[config.mk]
export PLATFORM = sky130hd
export DESIGN_NAME = execSlice
export DESIGN_NICKNAME = d
export VERILOG_FILES = /design/src/riscvPkg.sv /design/src/execSlice.sv /design/src/resultQueue.sv /design/src/aluExec.sv /design/src/immGen.sv /design/src/control.sv
export SDC_FILE = /design/constraint.sdc
export NUM_CORES = 1
export LEC_CHECK = 0
export BUFFER_PORTS_ARGS = -buffer_cell sky130_fd_sc_hd__buf_2
export CAP_MARGIN = 20
export CORE_AREA = 2 2 290 292
export CTS_CLUSTER_DIAMETER = 30
export DETAILED_ROUTE_END_ITERATION = 6
export DIE_AREA = 0 0 292 294
export RECOVER_POWER = 100
export SLEW_MARGIN = 10
export SYNTH_ARGS = -nofsm -noshare
export SYNTH_HDL_FRONTEND = slang
export SYNTH_SLANG_ARGS = --single-unit
[constraint.sdc]
create_clock -name clk -period 8 [get_ports clk]
set_clock_uncertainty 0.1 [all_clocks]
set_input_delay 0.4 -clock clk [delete_from_list [all_inputs] [get_ports clk]]
set_output_delay 0.4 -clock clk [all_outputs]
set_load 0.01 [all_outputs]
[src/riscvPkg.sv]
package riscvPkg;

    localparam int XLEN = 32; // datapath width

    // base opcodes handled by the slice
    typedef enum logic [6:0] {
        OP     = 7'b0110011, // register-register alu
        OP_IMM = 7'b0010011, // register-immediate alu
        LOAD   = 7'b0000011,
        JALR   = 7'b1100111,
        STORE  = 7'b0100011,
        BRANCH = 7'b1100011,
        JAL    = 7'b1101111,
        LUI    = 7'b0110111,
        AUIPC  = 7'b0010111
    } opcodeE;

    typedef enum logic [3:0] {
        ADD  = 4'b0000,
        SUB  = 4'b0001,
        AND  = 4'b0010,
        OR   = 4'b0011,
        XOR  = 4'b0100,
        SLL  = 4'b0101,
        SRA  = 4'b0110,
        SRL  = 4'b0111,
        SLT  = 4'b1000,
        SLTU = 4'b1001
    } aluOpE;

    typedef enum logic [2:0] {
        IMM_I = 3'b000,
        IMM_S = 3'b001,
        IMM_B = 3'b010,
        IMM_J = 3'b011,
        IMM_U = 3'b100
    } immSrcE;

    typedef enum logic [1:0] {
        ALU = 2'b00, // alu result, also the load/store address
        MEM = 2'b01,
        PC4 = 2'b10, // link value for jal/jalr
        IMM = 2'b11
    } resultSrcE;

    // nine conditions, so this needs four bits
    typedef enum logic [3:0] {
        NONE, EQ, NE, LT, GE, LTU, GEU, ALWAYS, REG
    } branchE;

    typedef struct packed {
        logic      regWrite;
        logic      memWrite;
        logic      aluSrc; // 1 selects imm as operand b
        aluOpE     aluOp;
        immSrcE    immSrc;
        resultSrcE resultSrc;
        branchE    branch;
    } ctrlT;

    typedef struct packed {
        logic [XLEN-1:0] instr;
        logic [XLEN-1:0] pc;
        logic [XLEN-1:0] rs1Val;
        logic [XLEN-1:0] rs2Val;
    } issueT;

    typedef struct packed {
        logic [4:0]      rd;
        logic            regWrite;
        logic            memRead;
        logic            memWrite;
        logic [XLEN-1:0] wbData; // alu result or memory address
        logic [XLEN-1:0] storeData;
        logic [XLEN-1:0] nextPc;
    } resultT;

endpackage
[src/execSlice.sv]
`timescale 1ns/100ps

module execSlice #(
    parameter int QueueDepth  = 4,
    parameter int CreditWidth = 3 // must hold QueueDepth
) (
    input  logic             clk,
    input  logic             rst,
    input  logic             issueValid,
    input  riscvPkg::issueT  issue,
    input  logic             outCredit,
    output logic             issueCredit,
    output logic             outValid,
    output riscvPkg::resultT result
);

    import riscvPkg::*;

    ctrlT            ctrl;
    logic [XLEN-1:0] imm;
    logic            execValid;
    resultT          execResult;

    // decode and immediate run side by side on the same word
    control control_inst (
        .instr (issue.instr),
        .ctrl  (ctrl)
    );

    immGen immGen_inst (
        .instr  (issue.instr),
        .immSrc (ctrl.immSrc),
        .imm    (imm)
    );

    aluExec aluExec_inst (
        .clk        (clk),
        .rst        (rst),
        .issueValid (issueValid),
        .issue      (issue),
        .ctrl       (ctrl),
        .imm        (imm),
        .execValid  (execValid),
        .execResult (execResult)
    );

    resultQueue #(
        .QueueDepth  (QueueDepth),
        .CreditWidth (CreditWidth)
    ) resultQueue_inst (
        .clk         (clk),
        .rst         (rst),
        .execValid   (execValid),
        .execResult  (execResult),
        .outCredit   (outCredit),
        .outValid    (outValid),
        .result      (result),
        .issueCredit (issueCredit)
    );

endmodule

[src/resultQueue.sv]
`timescale 1ns/100ps

module resultQueue #(
    parameter int QueueDepth  = 4,
    parameter int CreditWidth = 3
) (
    input  logic             clk,
    input  logic             rst,
    input  logic             execValid,
    input  riscvPkg::resultT execResult,
    input  logic             outCredit,
    output logic             outValid,
    output riscvPkg::resultT result,
    output logic             issueCredit
);

    import riscvPkg::*;

    localparam int PtrWidth = (QueueDepth > 1) ? $clog2(QueueDepth) : 1;

    resultT                 mem [QueueDepth];
    logic [PtrWidth-1:0]    wrPtr;
    logic [PtrWidth-1:0]    rdPtr;
    logic [CreditWidth-1:0] count; // entries held
    logic [CreditWidth-1:0] creditCnt; // downstream credits held
    logic                   pop;
    resultT                 popData;

    function automatic logic [PtrWidth-1:0] nextPtr(input logic [PtrWidth-1:0] ptr);
        return (ptr == PtrWidth'(QueueDepth - 1)) ? '0 : ptr + 1'b1;
    endfunction

    // an empty queue passes the incoming result straight through
    assign pop     = (count != '0 || execValid) && creditCnt != '0;
    assign popData = (count == '0) ? execResult : mem[rdPtr];

    always_ff @(posedge clk) begin
        if (execValid) mem[wrPtr] <= execResult; // harmless on bypass
    end

    always_ff @(posedge clk) begin
        if (rst) begin
            wrPtr     <= '0;
            rdPtr     <= '0;
            count     <= '0;
            creditCnt <= '0;
        end else begin
            if (execValid) wrPtr <= nextPtr(wrPtr);
            if (pop)       rdPtr <= nextPtr(rdPtr);
            count     <= count + CreditWidth'(execValid) - CreditWidth'(pop);
            creditCnt <= creditCnt + CreditWidth'(outCredit) - CreditWidth'(pop);
        end
    end

    always_ff @(posedge clk) begin
        if (rst) begin
            outValid    <= 1'b0;
            issueCredit <= 1'b0;
        end else begin
            outValid    <= pop;
            issueCredit <= pop; // one credit back per result sent
        end
    end

    always_ff @(posedge clk) begin
        if (pop) result <= popData;
    end

    // upstream credits keep the queue from overflowing
    assert property (@(posedge clk) disable iff (rst)
        execValid |-> count != CreditWidth'(QueueDepth));

    // downstream grants no more than the queue can deliver
    assert property (@(posedge clk) disable iff (rst)
        creditCnt <= CreditWidth'(QueueDepth));

endmodule

[src/aluExec.sv]
`timescale 1ns/100ps

module aluExec (
    input  logic                      clk,
    input  logic                      rst,
    input  logic                      issueValid,
    input  riscvPkg::issueT           issue,
    input  riscvPkg::ctrlT            ctrl,
    input  logic [riscvPkg::XLEN-1:0] imm,
    output logic                      execValid,
    output riscvPkg::resultT          execResult
);

    import riscvPkg::*;

    logic [XLEN-1:0] opA;
    logic [XLEN-1:0] opB;
    logic [XLEN-1:0] aluResult;
    logic [XLEN-1:0] pcPlus4;
    logic [XLEN-1:0] pcTarget;
    logic [XLEN-1:0] nextPc;
    logic [XLEN-1:0] wbData;
    logic            isAuipc;
    logic            eq;
    logic            lt;
    logic            ltu;
    logic            taken;
    resultT          nextResult;

    assign isAuipc = issue.instr[6:0] == AUIPC;
    assign opA     = isAuipc ? issue.pc : issue.rs1Val;
    assign opB     = ctrl.aluSrc ? imm : issue.rs2Val;

    // compare flags, shared by slt and the branches
    assign eq  = opA == opB;
    assign lt  = $signed(opA) < $signed(opB);
    assign ltu = opA < opB;

    always_comb begin
        case (ctrl.aluOp)
            SUB:     aluResult = opA - opB;
            AND:     aluResult = opA & opB;
            OR:      aluResult = opA | opB;
            XOR:     aluResult = opA ^ opB;
            SLL:     aluResult = opA << opB[4:0];
            SRL:     aluResult = opA >> opB[4:0];
            SRA:     aluResult = $signed(opA) >>> opB[4:0];
            SLT:     aluResult = {{(XLEN-1){1'b0}}, lt};
            SLTU:    aluResult = {{(XLEN-1){1'b0}}, ltu};
            default: aluResult = opA + opB;
        endcase
    end

    always_comb begin
        case (ctrl.branch)
            EQ:      taken = eq;
            NE:      taken = !eq;
            LT:      taken = lt;
            GE:      taken = !lt;
            LTU:     taken = ltu;
            GEU:     taken = !ltu;
            ALWAYS:  taken = 1'b1; // jal
            default: taken = 1'b0; // jalr goes through its own path
        endcase
    end

    assign pcPlus4  = issue.pc + XLEN'(4);
    assign pcTarget = issue.pc + imm;

    always_comb begin
        if (ctrl.branch == REG) nextPc = {aluResult[XLEN-1:1], 1'b0}; // jalr
        else if (taken)         nextPc = pcTarget;
        else                    nextPc = pcPlus4;
    end

    always_comb begin
        case (ctrl.resultSrc)
            PC4:     wbData = pcPlus4;
            IMM:     wbData = imm;
            default: wbData = aluResult; // address for loads and stores
        endcase
    end

    always_comb begin
        nextResult.rd        = issue.instr[11:7];
        nextResult.regWrite  = ctrl.regWrite;
        nextResult.memRead   = ctrl.resultSrc == MEM;
        nextResult.memWrite  = ctrl.memWrite;
        nextResult.wbData    = wbData;
        nextResult.storeData = ctrl.memWrite ? issue.rs2Val : '0;
        nextResult.nextPc    = nextPc;
    end

    always_ff @(posedge clk) begin
        if (rst) execValid <= 1'b0;
        else     execValid <= issueValid;
    end

    always_ff @(posedge clk) begin
        if (issueValid) execResult <= nextResult; // payload, no reset
    end

    // decoder never asks for a load and a store at once
    assert property (@(posedge clk) disable iff (rst)
        execValid |-> !(execResult.memRead && execResult.memWrite));

endmodule

[src/immGen.sv]
`timescale 1ns/100ps

module immGen (
    input  logic [31:0]              instr,
    input  riscvPkg::immSrcE         immSrc,
    output logic [riscvPkg::XLEN-1:0] imm
);

    import riscvPkg::*;

    logic sign;

    assign sign = instr[31]; // every format takes its sign from bit 31

    always_comb begin
        case (immSrc)
            IMM_I: imm = {{20{sign}}, instr[31:20]};
            IMM_S: imm = {{20{sign}}, instr[31:25], instr[11:7]};
            IMM_B: imm = {{19{sign}}, instr[31], instr[7], instr[30:25],
                          instr[11:8], 1'b0}; // halfword offset
            IMM_J: imm = {{11{sign}}, instr[31], instr[19:12], instr[20],
                          instr[30:21], 1'b0};
            IMM_U: imm = {instr[31:12], 12'b0};
            default: imm = '0;
        endcase
    end

endmodule

[src/control.sv]
`timescale 1ns/100ps

module control (
    input  logic [31:0]     instr,
    output riscvPkg::ctrlT ctrl
);

    import riscvPkg::*;

    opcodeE     opcode;
    logic [2:0] funct3;
    logic       funct7b5; // instr[30], sub/sra select

    assign opcode   = opcodeE'(instr[6:0]);
    assign funct3   = instr[14:12];
    assign funct7b5 = instr[30];

    // alu operation for OP and OP_IMM
    function automatic aluOpE decodeAluOp(
        input logic [2:0] f3,
        input logic       f7,
        input logic       isImm
    );
        aluOpE op;
        op = ADD;
        case (f3)
            3'd0: op = (f7 && !isImm) ? SUB : ADD; // addi never subtracts
            3'd1: op = SLL;
            3'd2: op = SLT;
            3'd3: op = SLTU;
            3'd4: op = XOR;
            3'd5: op = f7 ? SRA : SRL; // srai keeps bit 30
            3'd6: op = OR;
            3'd7: op = AND;
        endcase
        return op;
    endfunction

    always_comb begin
        ctrl = '0; // everything inactive unless decoded
        case (opcode)
            OP: begin
                ctrl.regWrite = 1'b1;
                ctrl.aluOp    = decodeAluOp(funct3, funct7b5, 1'b0);
            end
            OP_IMM: begin
                ctrl.regWrite = 1'b1;
                ctrl.aluSrc   = 1'b1;
                ctrl.aluOp    = decodeAluOp(funct3, funct7b5, 1'b1);
            end
            LOAD: begin
                ctrl.regWrite  = 1'b1;
                ctrl.aluSrc    = 1'b1;
                ctrl.resultSrc = MEM;
            end
            STORE: begin
                ctrl.memWrite = 1'b1;
                ctrl.aluSrc   = 1'b1;
                ctrl.immSrc   = IMM_S;
            end
            BRANCH: begin
                ctrl.aluOp  = SUB;
                ctrl.immSrc = IMM_B;
                case (funct3)
                    3'b000:  ctrl.branch = EQ;
                    3'b001:  ctrl.branch = NE;
                    3'b100:  ctrl.branch = LT;
                    3'b101:  ctrl.branch = GE;
                    3'b110:  ctrl.branch = LTU;
                    3'b111:  ctrl.branch = GEU;
                    default: ctrl.branch = NONE; // reserved funct3
                endcase
            end
            JAL: begin
                ctrl.regWrite  = 1'b1;
                ctrl.immSrc    = IMM_J;
                ctrl.resultSrc = PC4;
                ctrl.branch    = ALWAYS;
            end
            JALR: begin
                ctrl.regWrite  = 1'b1;
                ctrl.aluSrc    = 1'b1; // target = rs1 + imm
                ctrl.resultSrc = PC4;
                ctrl.branch    = REG;
            end
            LUI: begin
                ctrl.regWrite  = 1'b1;
                ctrl.immSrc    = IMM_U;
                ctrl.resultSrc = IMM;
            end
            AUIPC: begin
                ctrl.regWrite = 1'b1;
                ctrl.immSrc   = IMM_U;
                ctrl.aluSrc   = 1'b1; // pc + imm
            end
            default: ctrl = '0;
        endcase
    end

endmodule

Word-level counts from Yosys, hierarchy flattened
Memories as Yosys holds them, arrays and structs flattened. A register that Yosys moved wholly into a read port is not among the register bits.
Index checks and enable logic that the tools add are counted.
Operators by class
  reductions and logical operators: 14
  bitwise logic cells: 3
  div/mod/pow operators: 0
  order comparisons: 2
  eq/ne operators: 43
  muxes and demuxes: 27
  $mul: 0
  $add $sub $neg: 10
  shifts and indexed selects: 3
Operators with widths (count)
  $pmux 32 s9: 1
  $pmux 32 s5: 1
  $mux 32: 4
  $mux 104: 1
  $add 32x32->32: 2
  $lt 32x32->1: 2
  $pmux 32 s2: 1
  $pmux 4 s8: 2
  $add 32x3->32 const B: 1
  $and 32x32->32: 1
  $eq 32x32->1: 1
  $eq 4x3->1 const B: 8
  $or 32x32->32: 1
  $shl 32x5->32: 1
  $shr 32x5->32: 1
  $sshr 32x5->32: 1
  $sub 32x32->32: 1
  $xor 32x32->32: 1
  $pmux 4 s3: 2
  $eq 7x6->1 const B: 3
  $eq 7x7->1 const B: 3
  $pmux 3 s6: 1
  $eq 4x2->1 const B: 4
  $eq 3x3->1 const B: 5
  24 further kinds: 53
Word-level totals
  logic and storage cells: 124
  ROM bits: 0
  bits of input ports: 132
  latch bits: 0
  output and inout bits: 106
  memories kept: 1
  RAM bits: 416
  register bits after elaboration: 220
Memory list
  resultQueue_inst.mem: words 4, bits a word 104, rd ports 1, clocked after memory_dff 1, write ports 1, RTL line resultQueue.sv:21  | resultT mem [QueueDepth];

Logic depth before layout (Yosys ltp)
  depth after elaboration: 11
  depth in mapped cells: 25

Cells and area by module
From an unflattened synthesis, not the netlist that was laid out.
Second synthesis, totals
  cell total of the unflattened synthesis: 3330
  area, all modules: 38948.6 µm²
Modules (own cells, without submodules)
  resultQueue: area each 20036.7 µm², cells each 834, times used 1
  aluExec: area each 18073.6 µm², cells each 2371, times used 1
  immGen: area each 494.2 µm², cells each 73, times used 1
  control: area each 344.1 µm², cells each 52, times used 1

Least setup slack after synthesis
OpenSTA, ideal clock, no wires.
  kind: in2reg
  start: input issue[101] (netlist name)
  end: register aluExec_inst.execResult[26] (netlist name)
  buffers on the path: 6
  path slack: 2019 ps
  required time: 7623 ps
  setup time: 277 ps
  stages on the path: 23
  arrival: 5604 ps
  path through: buf_4 > or2_1 > a211o_1 > nand2_1 > buf_2 > mux2i_1 > clkbuf_1 > clkbuf_1 > clkbuf_1 > ha_1 > clkbuf_1 > nor2b_1 > o31ai_1 > a31oi_1 > o21a_1 > o21ai_0 > a31oi_1 > nor2_1 > or3_1 > a22oi_1 > or4_1 > a211oi_1 > a22oi_1
Between the ends
  cells in the longest elaborated chain, start to end: 11
  elaborated cells between the ends (all ways): 59
RTL lines
  from (decl): RTL line execSlice.sv:10  | input riscvPkg::issueT issue,
  $eq 7x6->1 or $eq 7x5->1 (tied branches): RTL line control.sv:41, aluExec.sv:30
  $reduce_or 2->1 (no line)
  $pmux 3 s4: RTL line control.sv:41  | case (opcode)
  $eq 3x3->1, or another cell as far along: RTL line immGen.sv:16  | case (immSrc)
  $pmux 32 s5: RTL line immGen.sv:16
  $mux 32: RTL line aluExec.sv:32  | assign opB = ctrl.aluSrc ? imm : issue.rs2Val;
  $lt 32x32->1, or another cell as far along: RTL line aluExec.sv:37  | assign ltu = opA < opB;
  $logic_not 1->1, on equally long branches: RTL line aluExec.sv:61, aluExec.sv:57, aluExec.sv:59
  $pmux 1 s7: RTL line aluExec.sv:55  | case (ctrl.branch)
  $mux 32: RTL line aluExec.sv:72  | else if (taken) nextPc = pcTarget;
  $mux 32 *: RTL line aluExec.sv:71  | if (ctrl.branch == REG) nextPc = {aluResult[XLEN-1:1], 1'b0};
  named net aluExec_inst.nextPc[26]: RTL line aluExec.sv:21  | logic [XLEN-1:0] nextPc;
Mark *: on every way through the listed nets, which the timed path passes. The rest lies on a longest branch.
A chain may end at the register's enable or synchronous reset.

==> flow_metrics.py <==
metrics = {
    "run_status": {
        "status": "finished with violations",
        "violations": "DRC, capacitance limit, slew limit",
    },
    "worst_setup_path": {
        "worstPathMaxFanout": 19,
        "rr_endpoint": "resultQueue_inst.result[61]",
        "crit_type": "in -> reg",
        "arrival_ns": 7.43,
        "cp.required_ns": 8.28,
        "worst_setup_path_start_kind": "input port",
        "ff2ff_path_depth": 3,
        "r2r_start": "resultQueue_inst.count[1]",
        "rrSetupSlack_ns": 1.87,
        "endpoint_kind": "register",
    },
    "synth": {
        "synthArstFlopShare": 0,
        "ys_types": 102,
        "synth_top_area_frac": 0.508,
        "synth_top_area_cell": "edfxtp_1",
        "syn_inst": 3068,
        "ys.flop_type": "edfxtp_1",
        "synth-edff-count": 624,
        "syn_area_per_cell_um2": 12.0,
        "ys_warn_count": 0,
        "synth_nets": 3342,
        "ys_seq_area_frac": 0.515,
        "synth.area.top_cells": "edfxtp_1 51%, mux4_2 6.6%, ha_1 4.6%",
        "syn-cell-area_um2": 36900,
        "synth_seq_cells": 638,
    },
    "detailed_routing": {
        "drt_iter0_markers": 3927,
        "remaining_drc_errors": 5,
        "vias": 29500,
        "antenna_left": 0,
        "route.met2.wl_mm": 71.0,
        "wl_met1_mm": 63.9,
        "dr.pass1.iters": 7,
        "dr.max_layer_used": "met5",
        "vias_per_cell": 6.46,
        "dr_wl_met3_mm": 12.0,
        "wl_mm": 158,
        "wire_per_inst_um": 34.5,
    },
    "clock_tree": {
        "cts_resized": 0,
        "post_cts_buffers": 0,
        "cts_buffer_depth": 3,
        "htree_levels": 3,
        "cts_hold_buf": 30,
        "cts_tree": "built",
        "numCtsBuffers": 115,
        "path_clk_slew_ns": 0.05,
        "cts.root.buffer_cell": "clkbuf_16",
        "cts.sinks": 638,
        "worstSkewPairLatency_ns": 0.70,
    },
    "placed_design": {
        "dpl.hpwl_mm": 118,
        "dp_slack_ns": 1.13,
        "gp_congestion": 1.05,
        "portBuffers": 237,
    },
    "final_layout": {
        "area_growth_pct": 18.9,
        "drive_gt1_frac": 0.205,
        "fillCellCount": 7113,
        "mostFrequentLayoutCell": "edfxtp_1",
        "final_cell_mix": "624 x edfxtp_1, 217 x a21oi_1, 210 x nor2_1",
        "final_nets": 3651,
    },
    "grt": {
        "antenna_found_initial": 10,
        "grt_pass1_vias": 28500,
        "grt_max_degree": 82,
        "grt-ovfl-total": 0,
        "track_usage": 0.361,
        "grt_pass1_wl_mm": 218,
    },
    "timing": {
        "worst_slew_pin_slew_ns": 4.46,
        "hold_ws_ns": 0.0491,
        "fin_ws_ns": 0.843,
        "setup_viol": 0,
        "period_share": 0.895,
        "max_slew_margin": -1.98,
        "slew_viol_final": 787,
        "setup_tns_ns": 0,
        "grt_setup_unrepaired": "no",
        "hold_viol_final": 0,
        "fmaxAchievable_mhz": 140,
        "final.min_clock_period_ns": 7.16,
    },
    "floorplan": {
        "core_um2": 82900,
        "die_w_um": 292,
        "io_pins": 238,
        "rows": 106,
        "start_util": 0.445,
        "die-height_um": 294,
        "die_area_um2": 85800,
    },
    "worst_hold_path": {
        "worstHoldPathType": "in -> reg",
        "whs_path_depth": 3,
        "min_to": "aluExec_inst.execResult[85]",
        "hold_start": "issue[117]",
    },
    "power": {
        "irDropWorstVdd_v": 0.000261,
        "power_leakage_nw": 16.2,
        "power_density_nw_per_um2": 300,
    },
    "flow_run": {
        "maxCapViolCount": 16,
    },
}
==> synthesized netlist by cell type (7+ instances only) <==
cell type and n:
a21oi_1 218, o22ai_1 19, xor2_1 31, and2_1 44, a31oi_1 38, or3_1 15, ha_1 137, nor2b_1 17
mux4_2 108, nand3_1 48, nor4_1 11, o221ai_1 10, a211oi_1 55, nand2_1 190, a221o_1 7, mux2_2 144
dfxtp_1 14, edfxtp_1 624, nand4_1 19, buf_4 10, o211ai_1 34, nor3_1 43, xnor2_1 51, o21a_1 13
and3_1 22, inv_1 136, nor2_1 214, clkbuf_1 117, nand2b_1 16, o32ai_1 7, o21bai_1 25, o21ai_0 158
buf_2 25, a22oi_1 31, a221oi_1 15, o31ai_1 18, a21o_1 38, mux2i_1 142, a211o_1 7, buf_1 36
a311oi_1 13
==> flip-flops by register name, summed over array words and instances, names as in the netlist, named ones only <==
| signal | flops |
|---|---|
| resultQueue_inst.outValid | 1 |
| resultQueue_inst.count | 3 |
| resultQueue_inst.rdPtr | 2 |
| resultQueue_inst.result | 104 |
| resultQueue_inst.creditCnt | 3 |
| resultQueue_inst.mem | 416 |
| aluExec_inst.execResult | 104 |
| resultQueue_inst.wrPtr | 2 |
| aluExec_inst.execValid | 1 |
==> cell type report <==
type                    count  area (um^2)  share of cell area
well taps                1080         1350              0.0308
inverters                 142          538              0.0123
repair buffers            383         2180              0.0497
diodes                      3         7.51            0.000171
clock buffers             128         2980              0.0678
multi-input cells        2097        16600               0.378
clock inverters            91         1210              0.0276
flip-flops and latches    638        19000               0.433
==> power by group <==
part | internal (mW) | leakage [nW] | total (mW) | switching, mW
combinational | 1.37 | 8.36 | 3.38 | 2.02
sequential | 4.35 | 5.89 | 4.67 | 0.311
clock | 3.28 | 1.99 | 5.11 | 1.83
total | 9.00 | 16.2 | 13.2 | 4.16
==> through the flow <==
stage | cells | area (um^2) | total power, mW | utilization
CTS | 4559 | 44200 | 13.2 | 0.533
floorplan | 3068 | 36900 | 6.76 | -
global route | 4560 | 43900 | 13.6 | 0.530
finish | 4562 | 43900 | 13.2 | 0.530
global placement | 4307 | 39600 | 8.08 | 0.478
detailed placement | 4310 | 39700 | 8.09 | 0.479
==> how the worst max path moves through the flow <==
| stage | end | slack [ns] | startpoint |
|---|---|---|---|
| after global placement | aluExec_inst.execResult[91] | 1.15 | issue[98] |
| after global routing | aluExec_inst.execResult[9] | 0.83 | issue[98] |
| final | aluExec_inst.execResult[91] | 0.84 | issue[98] |
| after CTS | aluExec_inst.execResult[91] | 1.86 | issue[98] |
| after detailed placement | aluExec_inst.execResult[91] | 1.13 | issue[98] |
| after floorplan | aluExec_inst.execResult[26] | 2.02 | issue[101] |
==> worst max-delay path, stage by stage <==
cell and delay (ns):
clkbuf_1 0.31, nand4bb_1 0.19, clkbuf_1 0.48, o32a_1 0.28, nand2_2 0.39, clkbuf_1 0.33
a21boi_0 0.80, ha_1 0.53, nand3b_1 0.34, nor4b_1 0.59, o31ai_1 0.14, clkbuf_1 0.28
nor2b_1 0.21, o311ai_0 0.70, a31oi_1 0.24, xor2_1 0.18, nor2_1 0.06, nor4_1 0.49
clkbuf_1 0.31, o21ai_0 0.16
==> routing by layer <==
metal | vias to the layer above | GRT usage
li1 | 12500 | -
met1 | 14900 | 0.485
met2 | 1687 | 0.561
met3 | 361 | 0.0512
met4 | 8 | 0.213
met5 | - | 0
==> cell families after synthesis <==
logic type / synth area share
compound gates: 0.144
xor+xnor: 0.0195
fa+ha+maj: 0.0491
buf+inv: 0.0367
flops: 0.515
mux: 0.149
simple gates: 0.0866
Note: power is estimated with default switching activity, not from simulation.
